**config.mk**
```make
export PLATFORM = sky130hd
export DESIGN_NAME = wl_top
export DESIGN_NICKNAME = d
export VERILOG_FILES = /design/src/design/wl_pkg.sv /design/src/design/wl_weight_store.sv /design/src/design/wl_seq_counter.sv /design/src/design/wl_seq_fsm.sv /design/src/design/wl_dec.sv /design/src/design/wl_top.sv
export VERILOG_INCLUDE_DIRS = /design/src /design/src/include
export SDC_FILE = /design/constraint.sdc
export NUM_CORES = 2
export LEC_CHECK = 0
export ABC_AREA = 1
export BUFFER_PORTS_ARGS = -buffer_cell sky130_fd_sc_hd__buf_2
export CORE_ASPECT_RATIO = 0.9
export CORE_MARGIN = 3
export CORE_UTILIZATION = 46
export DETAILED_ROUTE_END_ITERATION = 10
export PLACE_DENSITY = 0.59
export REMOVE_ABC_BUFFERS = 1
export SYNTH_ARGS = -nofsm -noshare
export SYNTH_HDL_FRONTEND = slang
export SYNTH_HIERARCHICAL = 1
export SYNTH_SLANG_ARGS = --single-unit
```
**constraint.sdc**
```tcl
create_clock -name nvdla_core_clk -period 23.9 [get_ports nvdla_core_clk]
set_input_delay 2.39 -clock nvdla_core_clk [delete_from_list [all_inputs] [get_ports nvdla_core_clk]]
set_output_delay 2.39 -clock nvdla_core_clk [all_outputs]
set_load 0.1 [all_outputs]
```
**src/include/wl_params.svh**
```systemverilog
// weight-load path sizing
// atom geometry, MAC cell count, store depth and decoder pipeline depth

`ifndef WL_PARAMS_SVH
`define WL_PARAMS_SVH

// bytes per atom
`define WL_ATOMC 8

// bits per byte, int8 only
`define WL_BPE 8

// MAC cells the select rotates over
`define WL_ATOMK 4

// words in the weight store
`define WL_STORE_DEPTH 64

// data_load to weight_valid, in cycles
`define WL_DEC_LAT 3

`endif

```
**src/design/wl_pkg.sv**
```systemverilog
// weight-load types
// header view of a store word, the two-way store word union and
// the sequencer state encoding

`include "wl_params.svh"

package wl_pkg;

  // header word layout, lsb first
  //   mask        [7:0]   set bit = byte is nonzero
  //   atom_count  [11:8]  data words that follow, 1 to 15
  //   compressed  [12]    clear = mask taken as all ones
  typedef struct packed {
    logic [`WL_ATOMC*`WL_BPE-`WL_ATOMC-6:0] unused;
    logic                                    compressed;
    logic [3:0]                              atom_count;
    logic [`WL_ATOMC-1:0]                    mask;
  } wl_hdr_t;

  // one store word, decoded as a header or as packed bytes
  // byte 0 holds the first nonzero byte of the atom
  typedef union packed {
    wl_hdr_t                           hdr;
    logic [`WL_ATOMC-1:0][`WL_BPE-1:0] bytes;
  } wl_word_u;

  // job sequencer states
  typedef enum logic [1:0] {
    IDLE  = 2'd0,
    HDR   = 2'd1,
    DATA  = 2'd2,
    DRAIN = 2'd3
  } wl_state_e;

endpackage

```
**src/design/wl_weight_store.sv**
```systemverilog
// weight store
// single write port, single read port memory of store words
// read data is registered and follows rd_en by one cycle

`timescale 1ns/1ns

`include "wl_params.svh"

module wl_weight_store (
  input  logic                               nvdla_core_clk,
  input  logic                               wr_en,
  input  logic [$clog2(`WL_STORE_DEPTH)-1:0] wr_addr,
  input  wl_pkg::wl_word_u                   wr_data,
  input  logic                               rd_en,
  input  logic [$clog2(`WL_STORE_DEPTH)-1:0] rd_addr,
  output wl_pkg::wl_word_u                   rd_data
);

  // headers and packed atoms, interleaved per group
  wl_pkg::wl_word_u mem [`WL_STORE_DEPTH];

  // write side, any cycle with wr_en
  always_ff @(posedge nvdla_core_clk) begin
    if (wr_en) begin
      mem[wr_addr] <= wr_data;
    end
  end

  // read side
  // output holds its last word while rd_en is low
  always_ff @(posedge nvdla_core_clk) begin
    if (rd_en) begin
      rd_data <= mem[rd_addr];
    end
  end

endmodule

```
**src/design/wl_seq_counter.sv**
```systemverilog
// sequencer counters
// groups left in the job, atoms left in the current group and the
// one-hot MAC cell select that rotates once per atom

`timescale 1ns/1ns

`include "wl_params.svh"

module wl_seq_counter (
  input  logic                 nvdla_core_clk,
  input  logic                 reset,
  input  logic                 grp_load,
  input  logic [7:0]           num_groups,
  input  logic                 grp_step,
  input  logic                 cnt_load,
  input  logic [3:0]           atom_count,
  input  logic                 atom_step,
  input  logic                 start,
  output logic                 last_group,
  output logic                 last_atom,
  output logic [`WL_ATOMK-1:0] sel
);

  localparam logic [`WL_ATOMK-1:0] CELL0 = `WL_ATOMK'(1);

  logic [7:0] grp_cnt;
  logic [7:0] grp_eff;
  logic [3:0] atom_cnt;
  logic [3:0] atom_eff;
  logic       step_q;

  // a load and a step may share a cycle
  // the loaded value then counts as already present
  assign grp_eff  = grp_load ? num_groups : grp_cnt;
  assign atom_eff = cnt_load ? atom_count : atom_cnt;

  // flags describe the item being stepped this cycle
  assign last_group = (grp_eff == 8'd1);
  assign last_atom  = (atom_eff == 4'd1);

  ////////////////////////////////////////////////////////////////////////////
  // down-counters
  ////////////////////////////////////////////////////////////////////////////
  always_ff @(posedge nvdla_core_clk) begin
    if (reset) begin
      grp_cnt  <= '0;
      atom_cnt <= '0;
    end else begin
      if (grp_load || grp_step) begin
        grp_cnt <= grp_eff - 8'(grp_step);
      end
      if (cnt_load || atom_step) begin
        atom_cnt <= atom_eff - 4'(atom_step);
      end
    end
  end

  ////////////////////////////////////////////////////////////////////////////
  // cell select
  ////////////////////////////////////////////////////////////////////////////
  // atom_step marks the store read, step_q lands with the decoder's data_load
  // so sel still names the cell of the atom being loaded
  always_ff @(posedge nvdla_core_clk) begin
    if (reset) begin
      step_q <= 1'b0;
      sel    <= CELL0;
    end else begin
      step_q <= atom_step;
      if (start) begin
        sel <= CELL0;
      end else if (step_q) begin
        sel <= {sel[`WL_ATOMK-2:0], sel[`WL_ATOMK-1]};
      end
    end
  end

  a_sel_onehot: assert property (@(posedge nvdla_core_clk) disable iff (reset)
    $onehot(sel))
    else $error("cell select not one-hot: %b", sel);

endmodule

```
**src/design/wl_seq_fsm.sv**
```systemverilog
// job sequencer
// walks num_groups groups from base_addr: one header read then
// atom_count data reads per group, no gaps, then drains the decoder
// load strobes are aligned to the store's one-cycle read latency

`timescale 1ns/1ns

`include "wl_params.svh"

module wl_seq_fsm (
  input  logic                               nvdla_core_clk,
  input  logic                               reset,
  input  logic                               start,
  input  logic [$clog2(`WL_STORE_DEPTH)-1:0] base_addr,
  input  wl_pkg::wl_word_u                   rd_data,
  input  logic                               last_group,
  input  logic                               last_atom,
  output logic                               rd_en,
  output logic [$clog2(`WL_STORE_DEPTH)-1:0] rd_addr,
  output logic                               hdr_load,
  output logic                               data_load,
  output logic                               grp_load,
  output logic                               cnt_load,
  output logic [3:0]                         atom_count,
  output logic                               grp_step,
  output logic                               atom_step,
  output logic                               busy,
  output logic                               done
);

  localparam int DRAIN_W = $clog2(`WL_DEC_LAT + 1);

  wl_pkg::wl_state_e                  state;
  wl_pkg::wl_state_e                  state_nxt;
  logic [$clog2(`WL_STORE_DEPTH)-1:0] addr_q;
  logic [DRAIN_W-1:0]                 drain_cnt;
  logic                               hdr_kind_q;
  logic                               data_kind_q;
  logic                               grp_end;

  // reads go out in HDR and DATA, one word per cycle
  assign rd_en     = (state == wl_pkg::HDR) || (state == wl_pkg::DATA);
  assign rd_addr   = addr_q;
  assign atom_step = (state == wl_pkg::DATA);
  assign busy      = (state != wl_pkg::IDLE);

  // read kind, one cycle late, lines up with rd_data
  assign hdr_load  = hdr_kind_q;
  assign data_load = data_kind_q;

  // header returns during the group's first data read
  // its atom count goes straight into the counter
  assign cnt_load   = hdr_kind_q;
  assign atom_count = rd_data.hdr.atom_count;

  assign grp_load = (state == wl_pkg::IDLE) && start;
  assign grp_end  = atom_step && last_atom;
  assign grp_step = grp_end;

  ////////////////////////////////////////////////////////////////////////////
  // next state
  ////////////////////////////////////////////////////////////////////////////
  always_comb begin
    state_nxt = state;
    case (state)
      wl_pkg::IDLE: begin
        if (start) begin
          state_nxt = wl_pkg::HDR;
        end
      end
      wl_pkg::HDR: begin
        state_nxt = wl_pkg::DATA;
      end
      wl_pkg::DATA: begin
        // next header read follows the last data read directly
        if (grp_end) begin
          state_nxt = last_group ? wl_pkg::DRAIN : wl_pkg::HDR;
        end
      end
      wl_pkg::DRAIN: begin
        // WL_DEC_LAT+1 cycles, last atom out of the decoder by then
        if (drain_cnt == DRAIN_W'(`WL_DEC_LAT)) begin
          state_nxt = wl_pkg::IDLE;
        end
      end
      default: begin
        state_nxt = wl_pkg::IDLE;
      end
    endcase
  end

  ////////////////////////////////////////////////////////////////////////////
  // state, kind and drain registers
  ////////////////////////////////////////////////////////////////////////////
  always_ff @(posedge nvdla_core_clk) begin
    if (reset) begin
      state       <= wl_pkg::IDLE;
      hdr_kind_q  <= 1'b0;
      data_kind_q <= 1'b0;
      drain_cnt   <= '0;
      done        <= 1'b0;
    end else begin
      state       <= state_nxt;
      hdr_kind_q  <= (state == wl_pkg::HDR);
      data_kind_q <= (state == wl_pkg::DATA);
      // done pulses in the first IDLE cycle, same cycle busy drops
      done        <= (state == wl_pkg::DRAIN) && (state_nxt == wl_pkg::IDLE);
      if (state == wl_pkg::DRAIN) begin
        drain_cnt <= drain_cnt + DRAIN_W'(1);
      end else begin
        drain_cnt <= '0;
      end
    end
  end

  // read address, loaded on start and bumped per read
  always_ff @(posedge nvdla_core_clk) begin
    if (grp_load) begin
      addr_q <= base_addr;
    end else if (rd_en) begin
      addr_q <= addr_q + 1'b1;
    end
  end

  a_no_start_busy: assert property (@(posedge nvdla_core_clk) disable iff (reset)
    !(start && busy))
    else $error("start while busy, state %s", state.name());

  a_load_excl: assert property (@(posedge nvdla_core_clk) disable iff (reset)
    !(hdr_load && data_load))
    else $error("header and data load in the same cycle");

endmodule

```
**src/design/wl_dec.sv**
```systemverilog
// weight decompressor, int8
// expands packed nonzero bytes into a full atom using the group's
// sparsity mask: prefix sums, byte mux, nonzero mask
// three cycles from data_load to weight_valid, fully pipelined

`timescale 1ns/1ns

`include "wl_params.svh"

module wl_dec (
  input  logic                          nvdla_core_clk,
  input  logic                          reset,
  input  logic                          hdr_load,
  input  logic                          data_load,
  input  wl_pkg::wl_word_u              word,
  input  logic [`WL_ATOMK-1:0]          sel,
  output logic                          weight_valid,
  output logic [`WL_ATOMC*`WL_BPE-1:0]  weight_data,
  output logic [`WL_ATOMC-1:0]          weight_mask,
  output logic [`WL_ATOMK-1:0]          weight_sel
);

  // prefix sums run 0..ATOMC, mux index 0..ATOMC-1
  localparam int SUM_W = $clog2(`WL_ATOMC + 1);
  localparam int IDX_W = $clog2(`WL_ATOMC);
  localparam logic [`WL_ATOMK-1:0] CELL0 = `WL_ATOMK'(1);

  wl_pkg::wl_hdr_t                   hdr;
  logic [`WL_ATOMC-1:0]              mask_g;
  logic [SUM_W-1:0]                  sum_d [`WL_ATOMC];
  logic [SUM_W-1:0]                  sum_q [`WL_ATOMC];
  logic [`WL_ATOMC-1:0]              mask_q;
  logic [IDX_W-1:0]                  pick_idx [`WL_ATOMC];
  logic [`WL_ATOMC-1:0][`WL_BPE-1:0] data_d1;
  logic [`WL_ATOMC-1:0][`WL_BPE-1:0] mux_byte;
  logic [`WL_ATOMC-1:0][`WL_BPE-1:0] data_d2;
  logic [`WL_ATOMC-1:0][`WL_BPE-1:0] data_d3;
  logic [`WL_ATOMC-1:0]              nz_mask;
  logic [`WL_ATOMC-1:0]              mask_d3;
  logic [`WL_ATOMK-1:0]              sel_d1;
  logic [`WL_ATOMK-1:0]              sel_d2;
  logic [`WL_ATOMK-1:0]              sel_d3;
  logic                              valid_d1;
  logic                              valid_d2;
  logic                              valid_d3;

  ////////////////////////////////////////////////////////////////////////////
  // stage 1: prefix sums of the header mask
  ////////////////////////////////////////////////////////////////////////////
  assign hdr = word.hdr;

  // uncompressed group, every byte present, data passes through
  assign mask_g = hdr.compressed ? hdr.mask : '1;

  // sum_d[i] = set mask bits in 0..i, so byte i takes packed byte sum-1
  always_comb begin
    logic [SUM_W-1:0] run;
    run = '0;
    for (int i = 0; i < `WL_ATOMC; i++) begin
      run      = run + SUM_W'(mask_g[i]);
      sum_d[i] = run;
    end
  end

  // header state stays until the next group's header
  // one header serves all atom_count atoms
  always_ff @(posedge nvdla_core_clk) begin
    if (hdr_load) begin
      sum_q  <= sum_d;
      mask_q <= mask_g;
    end
    if (data_load) begin
      data_d1 <= word.bytes;
    end
  end

  ////////////////////////////////////////////////////////////////////////////
  // stage 2: byte mux
  ////////////////////////////////////////////////////////////////////////////
  always_comb begin
    for (int i = 0; i < `WL_ATOMC; i++) begin
      pick_idx[i] = IDX_W'(sum_q[i] - SUM_W'(1));
      case (sum_q[i]) inside
        [1:`WL_ATOMC]: mux_byte[i] = data_d1[pick_idx[i]];
        default:       mux_byte[i] = '0;
      endcase
      // masked-off byte would repeat its left neighbour's pick
      mux_byte[i] = mux_byte[i] & {`WL_BPE{mask_q[i]}};
    end
  end

  always_ff @(posedge nvdla_core_clk) begin
    if (valid_d1) begin
      data_d2 <= mux_byte;
    end
  end

  ////////////////////////////////////////////////////////////////////////////
  // stage 3: nonzero mask
  ////////////////////////////////////////////////////////////////////////////
  // a zero byte inside the packed data clears its bit too
  always_comb begin
    for (int i = 0; i < `WL_ATOMC; i++) begin
      nz_mask[i] = |data_d2[i];
    end
  end

  always_ff @(posedge nvdla_core_clk) begin
    if (valid_d2) begin
      data_d3 <= data_d2;
      mask_d3 <= nz_mask;
    end
  end

  ////////////////////////////////////////////////////////////////////////////
  // valid and cell select pipe
  ////////////////////////////////////////////////////////////////////////////
  always_ff @(posedge nvdla_core_clk) begin
    if (reset) begin
      valid_d1 <= 1'b0;
      valid_d2 <= 1'b0;
      valid_d3 <= 1'b0;
      sel_d1   <= CELL0;
      sel_d2   <= CELL0;
      sel_d3   <= CELL0;
    end else begin
      valid_d1 <= data_load;
      valid_d2 <= valid_d1;
      valid_d3 <= valid_d2;
      if (data_load) begin
        sel_d1 <= sel;
      end
      if (valid_d1) begin
        sel_d2 <= sel_d1;
      end
      if (valid_d2) begin
        sel_d3 <= sel_d2;
      end
    end
  end

  // outputs
  assign weight_valid = valid_d3;
  assign weight_data  = data_d3;
  assign weight_mask  = mask_d3;
  assign weight_sel   = sel_d3;

endmodule

```
**src/design/wl_top.sv**
```systemverilog
// weight-load subsystem
// store, job sequencer, sequencer counters and decompressor
// start runs num_groups groups from base_addr; done ends the job

`timescale 1ns/1ns

`include "wl_params.svh"

module wl_top (
  input  logic                               nvdla_core_clk,
  input  logic                               reset,
  // store write port
  input  logic                               wr_en,
  input  logic [$clog2(`WL_STORE_DEPTH)-1:0] wr_addr,
  input  wl_pkg::wl_word_u                   wr_data,
  // job port
  input  logic                               start,
  input  logic [$clog2(`WL_STORE_DEPTH)-1:0] base_addr,
  input  logic [7:0]                         num_groups,
  output logic                               busy,
  output logic                               done,
  // expanded atoms
  output logic                               weight_valid,
  output logic [`WL_ATOMC*`WL_BPE-1:0]       weight_data,
  output logic [`WL_ATOMC-1:0]               weight_mask,
  output logic [`WL_ATOMK-1:0]               weight_sel
);

  logic                               rd_en;
  logic [$clog2(`WL_STORE_DEPTH)-1:0] rd_addr;
  wl_pkg::wl_word_u                   rd_data;
  logic                               hdr_load;
  logic                               data_load;
  logic                               grp_load;
  logic                               cnt_load;
  logic [3:0]                         atom_count;
  logic                               grp_step;
  logic                               atom_step;
  logic                               last_group;
  logic                               last_atom;
  logic [`WL_ATOMK-1:0]               sel;

  wl_weight_store u_store (
    .nvdla_core_clk (nvdla_core_clk),
    .wr_en          (wr_en),
    .wr_addr        (wr_addr),
    .wr_data        (wr_data),
    .rd_en          (rd_en),
    .rd_addr        (rd_addr),
    .rd_data        (rd_data)
  );

  wl_seq_fsm u_fsm (
    .nvdla_core_clk (nvdla_core_clk),
    .reset          (reset),
    .start          (start),
    .base_addr      (base_addr),
    .rd_data        (rd_data),
    .last_group     (last_group),
    .last_atom      (last_atom),
    .rd_en          (rd_en),
    .rd_addr        (rd_addr),
    .hdr_load       (hdr_load),
    .data_load      (data_load),
    .grp_load       (grp_load),
    .cnt_load       (cnt_load),
    .atom_count     (atom_count),
    .grp_step       (grp_step),
    .atom_step      (atom_step),
    .busy           (busy),
    .done           (done)
  );

  wl_seq_counter u_cnt (
    .nvdla_core_clk (nvdla_core_clk),
    .reset          (reset),
    .grp_load       (grp_load),
    .num_groups     (num_groups),
    .grp_step       (grp_step),
    .cnt_load       (cnt_load),
    .atom_count     (atom_count),
    .atom_step      (atom_step),
    .start          (start),
    .last_group     (last_group),
    .last_atom      (last_atom),
    .sel            (sel)
  );

  // decoder sees every store word, the strobes say which kind
  wl_dec u_dec (
    .nvdla_core_clk (nvdla_core_clk),
    .reset          (reset),
    .hdr_load       (hdr_load),
    .data_load      (data_load),
    .word           (rd_data),
    .sel            (sel),
    .weight_valid   (weight_valid),
    .weight_data    (weight_data),
    .weight_mask    (weight_mask),
    .weight_sel     (weight_sel)
  );

endmodule

```
---- Word level (Yosys, flattened, before mapping) ----
Memory sizes are Yosys's and may differ from the RTL's. A register that Yosys moved wholly into a read port is not among the register bits.
Index checks and enable logic that the tools add are counted.
storage, ports and cells
  register bits ........................... 279
  memory bits (writable) .................. 4096
  input bits .............................. 88
  output and inout port bits .............. 79
  logic and storage cells ................. 172
  memories kept ........................... 1
memory list
  memory       depth  bits a word  rd ports  clocked after memory_dff  wr ports  line                   text
  u_store.mem  64     64           1         1                         1         wl_weight_store.sv:20  wl_pkg::wl_word_u mem [`WL_STORE_DEPTH];
cells by class
  $add $sub $neg .......................... 19
  order comparisons ....................... 24
  equal/unequal tests ..................... 6
  multiplexer cells ....................... 36
  bitwise gates (word level) .............. 9
  reductions and logical operators ........ 28
operator list
  cell                                                 count
  binary-select mux 8 bit (select 3 bit)               8
  2-to-1 mux 8 bit                                     18
  bitwise AND 8 bit                                    8
  OR reduction 8 bit                                   8
  < comparator 3 x 4 -> 1 bit, second input constant   8
  >= comparator 4 x 1 -> 1 bit, second input constant  6
  <= comparator 4 bit, second input constant           6
  adder 4 x 1 -> 4 bit                                 5
  subtractor 3 x 1 -> 3 bit, second input constant     6
  2-to-1 mux 6 bit                                     2
  logical AND 1 bit                                    11
  == test 8 x 1 -> 1 bit, second input constant        1
  2-to-1 mux 2 bit                                     4
  one-hot mux 2 bit (4 select lines)                   1
  subtractor 8 x 1 -> 8 bit                            1
  adder 6 x 1 -> 6 bit, second input constant          1
  == test 2 bit, second input constant                 3
  == test 4 x 1 -> 1 bit, second input constant        1
  <= comparator 1 x 4 -> 1 bit, second input constant  1
  <= comparator 2 x 4 -> 1 bit, second input constant  1
  logical NOT 2 bit                                    2
  2-to-1 mux 4 bit                                     1
  nonzero test 2 bit                                   2
  OR reduction 2 bit                                   2
  other kinds (12)                                     15

---- Depth between registers and ports, before layout ----
  word-level depth ........................ 9
  depth in mapped cells ................... 18
  mapped depth without buffers ............ 17

---- Cells and area by module ----
The synthesis kept the hierarchy.
modules (own cells, without submodules)
  module           times used  cells an instance  area an instance (um2)  seq. area each (um2)
  wl_weight_store  1           13405              165946.7                124919.8
  wl_dec           1           1265               12453.2                 7297.0
  wl_seq_counter   1           170                1101.1                  340.3
  wl_seq_fsm       1           97                 828.3                   320.3

---- Worst setup path after synthesis ----
Ideal clock, no wire load.
  kind .................................... input-to-reg
  start point ............................. input wr_en
  end point ............................... memory u_store/mem[48][0] (netlist name), enable pin
  library setup time ...................... 0.646 ns
  arrival ................................. 9.026 ns
  data required time ...................... 23.254 ns
  slack ................................... 14.228 ns
  stages on the path ...................... 3
  path buffers ............................ 1
  cells stage by stage .................... clkbuf_1 -> nand4_1 -> nor4_1
between the ends
  longest elaborated chain between the ends .. 2
ends and longest elaborated chain
  what                                    line                   text
  start: declaration                      wl_top.sv:13           input logic wr_en,
  2-to-1 mux 1 bit                        wl_weight_store.sv:24  if (wr_en) begin
  2-to-1 mux 1 bit (not written as such)  wl_weight_store.sv:25  mem[wr_addr] <= wr_data;
  end: declaration                        wl_weight_store.sv:20
No other way between the ends.

==> flow_summary_export.csv <==
group,metric,value,unit
run_status,status,"complete, no violations",
worst_setup_path,crit_chain,"inv_16, buf_4, buf_4, buf_4, buf_4, buf_4, buf_4, nand2_1, nand3_1, nand3_1, nand3_1, nand3_1, nand2_1, nand2_1, nand2_1",
clock_network,root_buffer,"clkbuf_16",
drt,routed_wl,581,mm
drt,vias,121165,
placed_design,place_congestion,0.935,
timing,skew,34.7,ps
layout,area.growth.synth_to_final,10.5,%
global_routing,track_usage,0.284,
drt,ant_nets,0,
clock_network,clk_pin_slew_worst_paths,70,ps
power_and_ir_drop,irDropWorstVdd,0.138,mV
worst_setup_path,path_buf_inv,7,
layout,final_design_area_no_fill,199000,µm²
clock_network,clock-sinks,4438,
power_and_ir_drop,power_switching_share,0.377,
yosys,ys_warn_count,6,
layout,final_cell_count_no_fill,20372,
yosys,syn_avg_cell_area,12.1,µm²
global_routing,antenna_found_initial,29,
clock_network,h-tree-depth,5,
yosys,ys_ff_latch,4438,
layout,final_nets,14978,
yosys,syn_inst,14937,
timing,hold_viol,0,
yosys,synth_edf_count,4399,
clock_network,clk_path_buf_depth,4,
floorplanning,std_cell_rows,217,
drt,wire_per_inst,28.5,µm
timing,whs,417,ps
timing,maxSlewViolCount,0,
worst_setup_path,path_common_cell,"buf_4",
power_and_ir_drop,cellLeakagePower,69.7,nW
yosys,yosys.cell_types.count,46,
layout,layout-drive-gt1-share,0.0789,
worst_setup_path,critPathLaunchType,"flip-flop",
timing,rsz0062_at_grt,"false",
power_and_ir_drop,p_int,14.7,mW
worst_setup_path,crit_family,"buffers and inverters",
worst_setup_path,endpoint_kind,"flip-flop",
timing,setup_viol,0,
power_and_ir_drop,powerDensity,119,nW/µm²
placed_design,dp.cells,19554,
clock_network,cts_buffers,442,
global_routing,grt_first_pass_wirelength,826,mm
power_and_ir_drop,p_sw,8.93,mW
worst_setup_path,arrival,8240,ps
clock_network,holdBufCountCts,0,
yosys,synthFlopType,"edfxtp_1",
worst_setup_path,cp.required,24740,ps
worst_setup_path,criticalPathCategory,"reg2reg",
timing,fin_ws,16500,ps
yosys,synthTopCellsByArea,"edfxtp_1 (73%), nand3_1 (11%), nand2_1 (9.6%)",
clock_network,clk_latency,1000,ps
clock_network,cts_tree,"yes",
timing,fmax,135,MHz
floorplanning,die_h,600,µm
yosys,synth-async-reset-ratio,0,
drt,first_pass_iters,8,
timing,setup_tns,0,ps
hold_path,hp-class,"reg2reg",
power_and_ir_drop,power_frac_comb,0.333,
global_routing,grt_pass1_vias,110986,
power_and_ir_drop,power,23.7,mW
global_routing,grt-ovfl-total,0,
placed_design,place_ws,16690,ps
floorplanning,io_pins,167,
yosys,synth_top_area_cell,"edfxtp_1",
floorplanning,dieArea,400000,µm²
power_and_ir_drop,p_seq_frac,0.381,
yosys,yosysSeqAreaShare,0.737,
flow_run,drv_cap,0,
timing,maxSlewHeadroom,0.114,
drt,via_per_inst,5.95,
placed_design,placed_cell_area,185000,µm²
clock_network,postCtsSetupBuffers,0,
floorplanning,initial_core_util,0.463,
worst_setup_path,cpMaxStageDelayCell,"buf_4",
timing,finalCritPeriodShare,0.310,
yosys,post-synth-top-area-fraction,0.733,
layout,final_util,0.512,
timing,period_needed,7400,ps
placed_design,hpwl,297,mm
power_and_ir_drop,clkPwrFrac,0.287,
clock_network,cts_resized,0,
timing,tightest_slew,1310,ps
floorplanning,die_w,666,µm
placed_design,portBuffers,166,
drt,drt_iter0_drc,17206,
floorplanning,core_area,389000,µm²
drt,drc,0,
worst_setup_path,cp_max_fo,186,
worst_setup_path,critPathMaxStageDelay,850,ps
yosys,synth_area,180000,µm²
global_routing,grt_max_degree,187,
[sequential cells by signal, indices dropped and copies added, names as in the netlist, 4 cells and up]
register           cells
u_store/rd_data       64
u_fsm/rd_addr          6
u_dec/weight_sel       4
u_cnt/atom_cnt         4
u_dec/sel_d1           4
u_dec/sel_d2           4
u_cnt/grp_cnt          8
u_cnt/sel              4
u_dec/mask_q           8
u_dec/weight_mask      8
u_dec/data_d1         64
u_dec/data_d2         64
u_store/mem         4096
u_dec/sum_q           25
u_dec/weight_data     64
[cell families after synthesis]
kind of cell / share of synthesized area
XOR/XNOR: 0.000382
AND/OR/NAND/NOR: 0.213
flip-flops: 0.737
buffers and inverters: 0.0322
adder cells (fa/ha/maj): 0.00268
AO/OA/AOI/OAI: 0.0147
multiplexers: 0.0000555
[cell usage in the layout, fill, tap and decap left out, drive strengths merged]
cell type / synthesis / layout
diode: 0 / 7
o21ai: 203 / 203
nor2: 162 / 162
nand4: 11 / 11
a211oi: 49 / 49
nand3b: 1 / 1
dfxtp: 39 / 39
mux2i: 1 / 1
clkinv: 3 / 198
or2: 9 / 9
o221a: 6 / 6
xor2: 5 / 5
o41ai: 1 / 1
clkbuf: 187 / 554
o211ai: 7 / 7
nand2: 4623 / 4623
buf: 785 / 443
ha: 37 / 37
nor3: 91 / 91
nor4: 25 / 25
a31oi: 9 / 9
bufinv: 0 / 33
clkinvlp: 0 / 14
edfxtp: 4399 / 4399
fa: 1 / 1
inv: 162 / 177
a21oi: 209 / 209
o21a: 1 / 1
nand3: 3909 / 3909
xnor2: 2 / 2
[layout make-up]
class / instances / area (µm²)
diodes: 7 / 17.5
clock buffers: 554 / 11700
clock inverters: 257 / 2240
fillers: 33282 / 190000
inverters: 165 / 682
multi-input cells: 9362 / 42100
flip-flops and latches: 4438 / 133000
well taps: 5146 / 6440
repair buffers: 443 / 3120
[power groups by stage]
| stage | combinational (mW) | sequential (mW) | clock [mW] |
|---|---|---|---|
| after floorplan | 6.96 | 9.70 | 0 |
| after global placement | 7.69 | 9.17 | 0 |
| after detailed placement | 7.72 | 9.17 | 0 |
| after CTS | 7.76 | 9.00 | 6.87 |
| after global routing | 8.57 | 9.01 | 7.18 |
| final | 7.87 | 9.01 | 6.79 |
[synth_stat cells, types with 4 or more instances]
cell	number
inv_1	150
buf_1	74
or2_2	7
buf_6	40
buf_2	527
nand2_1	4597
o21ai_1	4
nor2_1	151
o211ai_1	7
clkbuf_1	184
xor2_1	5
dfxtp_1	39
a31oi_1	9
inv_2	9
a21oi_1	209
nand4_1	11
nand3_2	6
buf_4	140
o21ai_0	193
nor4_1	24
nor2_2	9
edfxtp_1	4399
nor3_1	91
o221a_2	5
a211oi_1	49
ha_1	37
o21ai_2	6
nand3_1	3903
nand2_2	23
[worst paths after layout]
check	from	end	slack, ps	cells past startpoint
setup / recovery	u_fsm/rd_addr[0]$_DFFE_PP_	u_store/rd_data[35]$_DFFE_PP_	16500	15
hold / removal	u_store/rd_data[29]$_DFFE_PP_	u_dec/data_d1[29]$_DFFE_PP_	420	0
setup reg to reg	u_fsm/rd_addr[0]$_DFFE_PP_	u_store/rd_data[35]$_DFFE_PP_	16500	15
hold reg to reg	u_store/rd_data[29]$_DFFE_PP_	u_dec/data_d1[29]$_DFFE_PP_	420	0
[layer usage]
layer  vias up  routed length [µm]  track usage  share of wire
met5         -                  85            0        0.00015
li1      53251                   -            -              -
met3      1102               53600       0.0405          0.092
met4        14               27900        0.120          0.048
met2      6544              264000        0.441           0.45
met1     60254              236000        0.405           0.41
Power figures use the tool's default switching activity.
